**config.mk**
```make
export PLATFORM = sky130hd
export DESIGN_NAME = cam_pixel_packer
export DESIGN_NICKNAME = d
export VERILOG_FILES = /design/src/cam_pkg.sv /design/src/cam_pixel_packer.sv
export VERILOG_INCLUDE_DIRS = /design/src /design/src/src
export SDC_FILE = /design/constraint.sdc
export NUM_CORES = 1
export LEC_CHECK = 0
export ABC_CLOCK_PERIOD_IN_PS = 6890
export BUFFER_PORTS_ARGS = -buffer_cell sky130_fd_sc_hd__buf_4
export CAP_MARGIN = 20
export CORE_MARGIN = 2
export CORE_UTILIZATION = 60
export DETAILED_ROUTE_END_ITERATION = 10
export GPL_TIMING_DRIVEN = 0
export MAX_ROUTING_LAYER = met4
export PLACE_DENSITY = 0.83
export SYNTH_ARGS = -nofsm -noshare
export SYNTH_HDL_FRONTEND = slang
export SYNTH_SLANG_ARGS = --single-unit
export TNS_END_PERCENT = 20
```
**constraint.sdc**
```tcl
create_clock -name PCLKI -period 6.89 [get_ports PCLKI]
set_input_delay 0.689 -clock PCLKI [delete_from_list [all_inputs] [get_ports PCLKI]]
set_output_delay 0.689 -clock PCLKI [all_outputs]
set_load 0.01 [all_outputs]
```
**src/cam_cfg.svh**
```systemverilog
`ifndef CAM_CFG_SVH
`define CAM_CFG_SVH

// Bus geometry
`define CAM_ADR_W           9
`define CAM_DAT_W           32

// Capture FIFO
`define CAM_FIFO_DEPTH      512
`define CAM_LVL_W           10
`define CAM_BEATS_PER_WORD  4
`define CAM_ALMOST_FULL     480

// Register map
`define CAM_ADR_ID          9'h000
`define CAM_ADR_REV         9'h001
`define CAM_ADR_GPIO_IN     9'h002
`define CAM_ADR_GPIO_OUT    9'h003
`define CAM_ADR_GPIO_OE     9'h004
`define CAM_ADR_FIFO_DATA   9'h040
`define CAM_ADR_FIFO_FLAGS  9'h041

// Fixed register contents
`define CAM_DEVICE_ID       32'hF1F07E57
`define CAM_REV_NUM         16'h0100
`define CAM_DEF_REG         32'hFABDEFAC
`define CAM_GPIO_RST        8'h00

`endif

```
**src/cam_pkg.sv**
```systemverilog
`include "cam_cfg.svh"

package cam_pkg;

    // Host request toward the register window
    typedef struct packed {
        logic [`CAM_ADR_W-1:0] adr;
        logic [`CAM_DAT_W-1:0] dat;
        logic [3:0]            byte_stb;
        logic                  we;
        logic                  cyc;
        logic                  stb;
    } wb_req_t;

    typedef struct packed {
        logic [`CAM_DAT_W-1:0] dat;
        logic                  ack;
    } wb_rsp_t;

    // Camera sync levels sampled on PCLKI
    typedef struct packed {
        logic vsync;
        logic href;
    } cam_sync_t;

    typedef struct packed {
        logic [`CAM_LVL_W-1:0] level;
        logic                  empty;
        logic                  almost_full;
        logic                  full;
        logic                  overflow;    // Sticky until reset
    } fifo_stat_t;

endpackage

```
**src/cam_pixel_packer.sv**
```systemverilog
`timescale 1ns/1ps
`include "cam_cfg.svh"

module cam_pixel_packer
(
    input  logic                  PCLKI,
    input  logic                  WBs_RST_i,
    input  cam_pkg::cam_sync_t    cam_i,
    output logic                  push_o,
    output logic [`CAM_DAT_W-1:0] word_o
);

    localparam int BEAT_W = $clog2(`CAM_BEATS_PER_WORD);
    localparam logic [BEAT_W-1:0] LAST_BEAT = BEAT_W'(`CAM_BEATS_PER_WORD - 1);

    logic                  beat_vld;
    logic                  group_done;
    logic [BEAT_W-1:0]     beat_cnt;
    logic [`CAM_DAT_W-1:0] word_cnt;    // Free-running group count

    // A beat counts only inside an active line of an active frame
    assign beat_vld   = cam_i.href & cam_i.vsync;
    assign group_done = beat_vld && (beat_cnt == LAST_BEAT);

    // ------------------------------------------------------------------------
    // Beat and group counters
    // ------------------------------------------------------------------------
    always_ff @(posedge PCLKI or posedge WBs_RST_i)
    begin
        if (WBs_RST_i)
        begin
            beat_cnt <= '0;
            word_cnt <= '0;
            push_o   <= 1'b0;
        end
        else
        begin
            push_o <= group_done;           // One-cycle pulse per group
            if (beat_vld)
                beat_cnt <= beat_cnt + 1'b1; // Wraps after the last beat
            if (group_done)
                word_cnt <= word_cnt + 1'b1;
        end
    end

    // Word n carries the value n
    always_ff @(posedge PCLKI)
    begin
        if (group_done)
            word_o <= word_cnt;
    end

endmodule

```
==> impl_metrics.csv <==
group,metric,value,unit
status,status,"complete, no violations",
detailed_routing,ant_nets,0,
run,drv_cap,0,
critical_path,cp.arrival,2130,ps
clocking,cts_setup_buffers,0,
worst_hold_path,min_to,"word_o[8]",
placement,dp_hpwl,2.88,mm
sta,relSlewSlack,0.373,
pwr,power.density,277,nW/um^2
floorplan,coreArea,4060,sq um
synthesis,ys_types,22,
global_routing,grt_start_max_net_pins,37,
pwr,p_leak,1.25,nW
critical_path,reg2reg_depth,4,
floorplan,initial_core_util,0.633,
sta,fin_setup_tns,0,ps
worst_hold_path,hold_depth,0,
clocking,cts_inserted_buffers,9,
pwr,p_sw,0.000205,W
floorplan,die_y,69.4,um
critical_path,r2r_end,"word_cnt[1]",
detailed_routing,wl,4.36,mm
critical_path,r2r_slack,4970,ps
detailed_routing,first_iter_violations,82,
pwr,seqPwrFrac,0.572,
critical_path,crit_path_start_kind,"flop",
pwr,netSwitchingFraction,0.240,
critical_path,worstSetupStartpoint,"beat_cnt[0]",
synthesis,synth.largest_area_cell,"edfxtp_1",
final_layout,syn2layout_area_growth,20.0,%
critical_path,cp_slowest_stage_delay,670,ps
global_routing,overflow,0,
placement,dpl.cell_count,256,
clocking,cts.root.buffer_cell,"clkbuf_8",
pwr,combinationalPowerShare,0.108,
synthesis,synth_most_common_cell,"dfrtp_1",
final_layout,utilization,0.759,
synthesis,syn_area,2570,sq um
final_layout,antenna_cells,0,
final_layout,fin_nets,223,
clocking,clkSinkCount,67,
clocking,cts.htree.levels,3,
global_routing,grt_first_pass_wirelength,7.69,mm
synthesis,synthTopCellsByCount,"dfrtp_1 (35), edfxtp_1 (32), xnor2_1 (28)",
synthesis,synth_seq_cells,67,
critical_path,path_buf_inv,1,
floorplan,die_w,69.4,um
synthesis,async_reset_ff_frac,0.522,
clocking,worstSkewPairLatency,330,ps
synthesis,yosys_warnings,0,
critical_path,path_cells,"ha_1 > and3_1 > clkbuf_2 > mux2_2",
clocking,cts_resized,0,
floorplan,dieArea,4820,sq um
clocking,cts_tree,"yes",
synthesis,synth_top_area_frac,0.374,
synthesis,syn_nets,175,
final_layout,layout.cells.non_filler,272,
sta,tightestPinTransition,940,ps
detailed_routing,vias_per_cell,5.52,
pwr,power.share.clock,0.321,
detailed_routing,num_vias,1501,
sta,period_share,0.278,
floorplan,io_pins,37,
clocking,hold_buffers,0,
synthesis,syn_inst,169,
worst_hold_path,min_path_type,"flop to flop",
placement,routabilityCongestion,0.756,
critical_path,rr_startpoint,"beat_cnt[0]",
placement,io_buffers,36,
pwr,intPower,0.000649,W
critical_path,cp_top_family,"buffers and inverters",
pwr,ir_drop,0.192,mV
sta,fmax,522,MHz
global_routing,grt_use_total,0.215,
critical_path,end_kind,"flop",
clocking,cts.clk_slew.worst_paths,70,ps
sta,min_period,1920,ps
sta,rsz0062_at_grt,"false",
worst_hold_path,min_from,"word_cnt[8]",
synthesis,ys.flop_type,"dfrtp_1",
critical_path,slowest_stage,"clkbuf_2",
sta,hold_violations,0,
synthesis,synth.avg_cell_area,15.2,sq um
sta,slew_viol_final,0,
detailed_routing,wl_per_cell,16.0,um
sta,holdWs,470,ps
critical_path,critPathKind,"flop to flop",
detailed_routing,dr.pass1.iters,4,
synthesis,synth.area.top_cells,"edfxtp_1 (37%), dfrtp_1 (34%), xnor2_1 (9.6%)",
floorplan,num_rows,23,
synthesis,synth-edff-count,32,
pwr,total_power,0.000854,W
clocking,cts_buffer_depth,2,
critical_path,cp_max_fo,36,
synthesis,seq_area_frac_synth,0.715,
sta,setup_viol,0,
critical_path,cp.required,7100,ps
global_routing,grt_pass1_vias,1563,
final_layout,layout-drive-gt1-share,0.270,
global_routing,antenna_found_initial,0,
detailed_routing,drc_errors,0,
sta,skew,9.59,ps
[metal layers]
metal,part of all wire,track usage
met1,0.43,0.276
met2,0.51,0.327
met3,0.039,0.0596
met4,0.014,0.0915
met5,0,-
[how the worst max path moves through the flow]
stage	endpoint	slack (ps)	depth (start not counted)
6_report	word_cnt[1]	4970	4
5_1_grt	word_cnt[1]	4820	4
4_1_cts	word_cnt[1]	4950	4
3_5_place_dp	word_cnt[1]	4720	4
3_3_place_gp	word_cnt[1]	4110	4
2_1_floorplan	word_cnt[1]	4510	3
[power groups by stage]
stage / clock network (W) / logic [W] / registers [W]
after floorplan: 0 / 0.0000379 / 0.000503
after global placement: 0 / 0.0000878 / 0.000494
after detailed placement: 0 / 0.0000932 / 0.000495
after CTS: 0.000278 / 0.0000939 / 0.000488
after global routing: 0.000297 / 0.000102 / 0.000493
final: 0.000274 / 0.0000921 / 0.000488
[final cells by class]
cell class | instances | area (sq um)
Timing Repair Buffer | 37 | 285
Fill cell | 240 | 977
Tap cell | 50 | 62.6
Multi-Input combinational cell | 94 | 686
Buffer | 5 | 35.0
Inverter | 3 | 11.3
Clock inverter | 3 | 15.0
Clock buffer | 13 | 149
Sequential cell | 67 | 1840
[cells by family (layout without fill, tap and decap cells)]
kind of cell,Yosys count,in the layout,share of synthesized area
flip-flops,67,67,0.715
AND/OR/NAND/NOR,58,58,0.139
XOR/XNOR,32,32,0.109
buffers and inverters,8,61,0.0175
adder cells (fa/ha/maj),2,2,0.00975
multiplexers,2,2,0.00877
[flip-flops by register name, indices dropped and copies added (netlist names)]
| name | count |
|---|---|
| word_cnt | 32 |
| word_o | 32 |
| beat_cnt | 2 |
| push_o | 1 |
[stage by stage]
step	area (sq um)	worst slack, ps
2_1_floorplan	2570	4510
3_3_place_gp	2900	4110
3_5_place_dp	2920	4720
4_1_cts	3080	4950
5_1_grt	3080	4820
6_report	3080	4970
[cell usage in the layout, fill, tap and decap left out, types with 2 or more instances in the layout]
cell and n:
nor2_1 5, nand2_1 11, ha_1 2, dfrtp_1 35, xor2_1 4, clkbuf_1 4
edfxtp_1 32, nand4_1 14, clkbuf_8 10, clkinv_2 3, inv_1 3, mux2_2 2
xnor2_1 28, and3_1 5, buf_4 38, nand3_1 11, and4_1 5, and2_1 2
[worst register-to-register path, cell delays in order, from the launching register on]
cell	delay, ps
dfrtp_1	370
ha_1	200
and3_1	150
clkbuf_2	670
mux2_2	420
Note: power is estimated with default switching activity, not from simulation.
