--- src/cam_cfg.svh ---
`ifndef CAM_CFG_SVH
`define CAM_CFG_SVH

// Bus geometry
`define CAM_ADR_W           9
`define CAM_DAT_W           32

// Capture FIFO
`define CAM_FIFO_DEPTH      512
`define CAM_LVL_W           10
`define CAM_BEATS_PER_WORD  4
`define CAM_ALMOST_FULL     480

// Register map
`define CAM_ADR_ID          9'h000
`define CAM_ADR_REV         9'h001
`define CAM_ADR_GPIO_IN     9'h002
`define CAM_ADR_GPIO_OUT    9'h003
`define CAM_ADR_GPIO_OE     9'h004
`define CAM_ADR_FIFO_DATA   9'h040
`define CAM_ADR_FIFO_FLAGS  9'h041

// Fixed register contents
`define CAM_DEVICE_ID       32'hF1F07E57
`define CAM_REV_NUM         16'h0100
`define CAM_DEF_REG         32'hFABDEFAC
`define CAM_GPIO_RST        8'h00

`endif

--- src/cam_pkg.sv ---
`include "cam_cfg.svh"

package cam_pkg;

    // Host request toward the register window
    typedef struct packed {
        logic [`CAM_ADR_W-1:0] adr;
        logic [`CAM_DAT_W-1:0] dat;
        logic [3:0]            byte_stb;
        logic                  we;
        logic                  cyc;
        logic                  stb;
    } wb_req_t;

    typedef struct packed {
        logic [`CAM_DAT_W-1:0] dat;
        logic                  ack;
    } wb_rsp_t;

    // Camera sync levels sampled on PCLKI
    typedef struct packed {
        logic vsync;
        logic href;
    } cam_sync_t;

    typedef struct packed {
        logic [`CAM_LVL_W-1:0] level;
        logic                  empty;
        logic                  almost_full;
        logic                  full;
        logic                  overflow;    // Sticky until reset
    } fifo_stat_t;

endpackage

--- src/cam_regs.sv ---
`timescale 1ns/1ps
`include "cam_cfg.svh"

module cam_regs
(
    input  logic                  PCLKI,
    input  logic                  WBs_RST_i,
    input  cam_pkg::wb_req_t      wbs_req_i,
    output cam_pkg::wb_rsp_t      wbs_rsp_o,
    input  logic [7:0]            gpio_i,
    output logic [7:0]            gpio_out_o,
    output logic [7:0]            gpio_oe_o,
    input  logic [`CAM_DAT_W-1:0] head_i,
    input  cam_pkg::fifo_stat_t   stat_i,
    output logic                  pop_o
);

    logic                  ack;
    logic                  ack_nxt;
    logic                  wr_en;
    logic                  rd_en;
    logic [`CAM_DAT_W-1:0] rd_mux;
    logic [`CAM_DAT_W-1:0] rd_dat;
    logic [`CAM_DAT_W-1:0] flags;

    // ------------------------------------------------------------------------
    // Handshake and decode
    // ------------------------------------------------------------------------
    // ack is forced low for a cycle after each transfer
    assign ack_nxt = wbs_req_i.cyc & wbs_req_i.stb & ~ack;
    assign wr_en   = ack_nxt & wbs_req_i.we;
    assign rd_en   = ack_nxt & ~wbs_req_i.we;

    // Pop and head capture share the edge that raises ack
    assign pop_o = rd_en && (wbs_req_i.adr == `CAM_ADR_FIFO_DATA);

    always_ff @(posedge PCLKI or posedge WBs_RST_i)
    begin
        if (WBs_RST_i)
        begin
            ack        <= 1'b0;
            gpio_out_o <= `CAM_GPIO_RST;
            gpio_oe_o  <= `CAM_GPIO_RST;
        end
        else
        begin
            ack <= ack_nxt;
            if (wr_en && wbs_req_i.byte_stb[0])
            begin
                if (wbs_req_i.adr == `CAM_ADR_GPIO_OUT)
                    gpio_out_o <= wbs_req_i.dat[7:0];
                if (wbs_req_i.adr == `CAM_ADR_GPIO_OE)
                    gpio_oe_o <= wbs_req_i.dat[7:0];
            end
        end
    end

    // ------------------------------------------------------------------------
    // Read path
    // ------------------------------------------------------------------------
    assign flags = {12'h000,
                    stat_i.overflow,        // Bit 19
                    stat_i.full,            // Bit 18
                    stat_i.almost_full,     // Bit 17
                    stat_i.empty,           // Bit 16
                    6'h00,
                    stat_i.level};

    always_comb
    begin
        case (wbs_req_i.adr)
            `CAM_ADR_ID:         rd_mux = `CAM_DEVICE_ID;
            `CAM_ADR_REV:        rd_mux = {16'h0000, `CAM_REV_NUM};
            `CAM_ADR_GPIO_IN:    rd_mux = {24'h000000, gpio_i};
            `CAM_ADR_GPIO_OUT:   rd_mux = {24'h000000, gpio_out_o};
            `CAM_ADR_GPIO_OE:    rd_mux = {24'h000000, gpio_oe_o};
            `CAM_ADR_FIFO_DATA:  rd_mux = head_i;
            `CAM_ADR_FIFO_FLAGS: rd_mux = flags;
            default:             rd_mux = `CAM_DEF_REG;
        endcase
    end

    // Held until the next read
    always_ff @(posedge PCLKI)
    begin
        if (rd_en)
            rd_dat <= rd_mux;
    end

    assign wbs_rsp_o.dat = rd_dat;
    assign wbs_rsp_o.ack = ack;

endmodule

--- config.mk ---
export PLATFORM = sky130hd
export DESIGN_NAME = cam_regs
export DESIGN_NICKNAME = d
export VERILOG_FILES = /design/src/cam_pkg.sv /design/src/cam_regs.sv
export VERILOG_INCLUDE_DIRS = /design/src /design/src/src
export SDC_FILE = /design/constraint.sdc
export NUM_CORES = 1
export LEC_CHECK = 0
export CAP_MARGIN = 5
export CORE_ASPECT_RATIO = 1.1
export CORE_MARGIN = 8
export CORE_UTILIZATION = 35
export CTS_BUF_LIST = sky130_fd_sc_hd__clkbuf_16
export DETAILED_ROUTE_END_ITERATION = 6
export DONT_BUFFER_PORTS = 1
export PLACE_DENSITY = 0.59
export SYNTH_ARGS = -nofsm -noshare
export SYNTH_HDL_FRONTEND = slang
export SYNTH_SLANG_ARGS = --single-unit
export TNS_END_PERCENT = 10
--- constraint.sdc ---
create_clock -name PCLKI -period 6.5 [get_ports PCLKI]
set_input_delay 0.325 -clock PCLKI [delete_from_list [all_inputs] [get_ports PCLKI]]
set_output_delay 0.325 -clock PCLKI [all_outputs]
set_load 0.05 [all_outputs]
==> run_results.csv <==
group,metric,value,unit
place,dp_hpwl,4.994,mm
synth,netlist_top_cells_count,"32 x edfxtp_1, 21 x mux2_2, 17 x dfrtp_1",
clock_tree,clk_path_buf_depth,2,
worst_hold_path,hp-class,"primary input to async pin",
synth,avgSynthCellArea,12.99,µm²
synth,ys_types,36,
global_routing,grt-ovfl-total,0,
critical_path,critPathBufInv,0,
critical_path,critical_path.endpoint_type,"output port",
sta,period_needed,3010,ps
clock_tree,tritoncts,"yes",
clock_tree,cts_buffers,5,
global_routing,grt_pass1_vias,1684,
synth,synthMostInstantiatedCell,"edfxtp_1",
critical_path,slowest_delay,810,ps
critical_path,cp_slowest_cell,"nor2_4",
floorplan,io_pins,154,
synth,async_reset_ff_share,34.69,%
floorplan,core_area,6594,µm²
critical_path,cp_cell_sequence,"nand3b_1 -> nor2_4 -> and3_1",
sta,drv_slew,0,
critical_path,critPathMaxFanout,33,
drt,drt_iter0_markers,103,
drt,vias_per_cell,5.859,
drt,routed_wl,6.380,mm
power_and_ir_drop,powerDensity,249.6,nW/µm²
sta,timing.hold.ws,2.373,ps
synth,synth_flop_cell,"edfxtp_1",
global_routing,grt.total_usage,12.85,%
global_routing,grt_start_max_net_pins,34,
drt,postRouteAntennaNets,0,
run,max_cap_viol_count,0,
synth,synth_edf_count,32,
sta,final.setup.tns,0,ps
floorplan,die_w,94.58,µm
synth,yosysSeqAreaShare,58.32,%
drt,avgRoutedWirePerCell,24.35,µm
synth,synth_top_area_share,40.42,%
power_and_ir_drop,p_leak,0.0009887,µW
finish,finalNonFillerCells,262,
finish,nNetsFinal,283,
clock_tree,htree_levels,2,
sta,fin_skew,6.295,ps
synth,netlist_area,2377,µm²
synth,ys_warn_count,0,
clock_tree,cts_resized,0,
drt,firstDrtPassIters,5,
clock_tree,cts-root-buf,"clkbuf_16",
synth,synthCells,183,
synth,synthTopCellsByArea,"edfxtp_1 40%, dfrtp_1 18%, mux2_2 9.9%, a21o_1 4.4%, a221o_1 2.5%",
sta,min_period_over_period,46.31,%
sta,setup_violations,0,
place,port_buffers,0,
finish,synthToLayoutAreaGrowth,8.684,%
floorplan,fp.dieH,102.4,µm
critical_path,crit_required,6170,ps
critical_path,worstPathArrival,2680,ps
sta,max_freq,332.2,MHz
synth,yosys.area.top_type,"edfxtp_1",
status,status,"completed",
sta,maxSlewHeadroom,32.23,%
clock_tree,holdBufCountCts,0,
global_routing,antenna_found_initial,0,
finish,utilization,39.18,%
finish,n_antenna_cell,0,
sta,rsz0062_at_grt,"false",
clock_tree,clock_latency,280,ps
clock_tree,clock_sink_count,49,
critical_path,critical_path_class,"flip-flop to output port",
drt,drc,0,
synth,ys_ff_latch,49,
critical_path,start_kind,"flip-flop",
sta,hold_viol,0,
finish,drive_above_1_share,20.00,%
floorplan,num_rows,31,
power_and_ir_drop,ir_drop,0.09584,mV
synth,syn_nets,287,
critical_path,crit_family,"simple AND/OR/NAND/NOR gates",
clock_tree,post_cts_buffers,0,
drt,vias,1535,
sta,tightest_slew,1011,ps
floorplan,dieArea,9688,µm²
global_routing,grt_pass1_wl,9.363,mm
place,place.detailed.instances,254,
floorplan,initial_utilization,36.05,%
place,place.gp.congestion,0.7449,
clock_tree,path_clk_slew,70,ps
[sequential cells by signal, summed over array words and instances, names as in the netlist]
signal      cells
ack             1
gpio_oe_o       8
gpio_out_o      8
rd_dat         32
[report_power, final]
part | internal [µW] | switching, µW | leakage, µW
clock network | 142 | 110 | 0.0000739
logic | 10.4 | 14.6 | 0.000372
registers | 339 | 28.5 | 0.000543
[layout by cell type (no fill, tap or decap), types with 4 or more instances in the layout]
| cell | n |
|---|---|
| a21o_1 | 14 |
| a21oi_1 | 6 |
| a221o_1 | 6 |
| a222oi_1 | 4 |
| and3_1 | 5 |
| clkbuf_16 | 5 |
| dfrtp_1 | 17 |
| edfxtp_1 | 32 |
| inv_1 | 5 |
| mux2_2 | 21 |
| mux2i_1 | 4 |
| nand2_1 | 4 |
| nand3_1 | 4 |
| nor2_1 | 14 |
| nor2b_1 | 4 |
| o2bb2ai_1 | 5 |
[layer usage]
layer,up-vias,part of all wire (%),GRT usage [%]
met5,-,0,0
met4,0,0.60,3.245
met3,5,12,6.833
met2,87,49,21.31
met1,744,39,14.06
li1,699,-,-
[kinds of logic after synthesis]
logic type	synth area share, %
buffers and inverters	2.947
AO/OA/AOI/OAI	14.05
AND/OR/NAND/NOR	13.05
flip-flops	58.32
multiplexers	11.63
[through the flow]
| step | setup slack, ps | total power (µW) | cell area, µm² |
|---|---|---|---|
| 6_report | 3490 | 644.9 | 2584 |
| 5_1_grt | 3336 | 666.4 | 2584 |
| 4_1_cts | 3422 | 654.6 | 2584 |
| 3_5_place_dp | 3733 | 400.3 | 2441 |
| 3_3_place_gp | 3780 | 399.9 | 2441 |
| 2_1_floorplan | 3462 | 397.9 | 2377 |
[worst paths after layout]
check                               from             to  slack [ps]  depth (start not counted)
min in group PCLKI         wbs_req_i[14]  gpio_out_o[7]         190                          1
setup / recovery                     ack          pop_o        3490                          3
hold reg to reg            gpio_out_o[1]  gpio_out_o[1]         920                          1
max in group asynchronous      WBs_RST_i   gpio_oe_o[7]        6090                          1
setup reg to reg                     ack      rd_dat[0]        4300                          2
hold / removal                 WBs_RST_i   gpio_oe_o[2]           2                          1
[cell type report]
type | instances | area [µm²]
Tap cell | 82 | 102.6
Clock inverter | 3 | 17.52
Fill cell | 624 | 4010
Clock buffer | 5 | 125.1
Inverter | 5 | 18.77
Sequential cell | 49 | 1386
Multi-Input combinational cell | 118 | 933.4
Note: power is estimated with default switching activity, not from simulation.
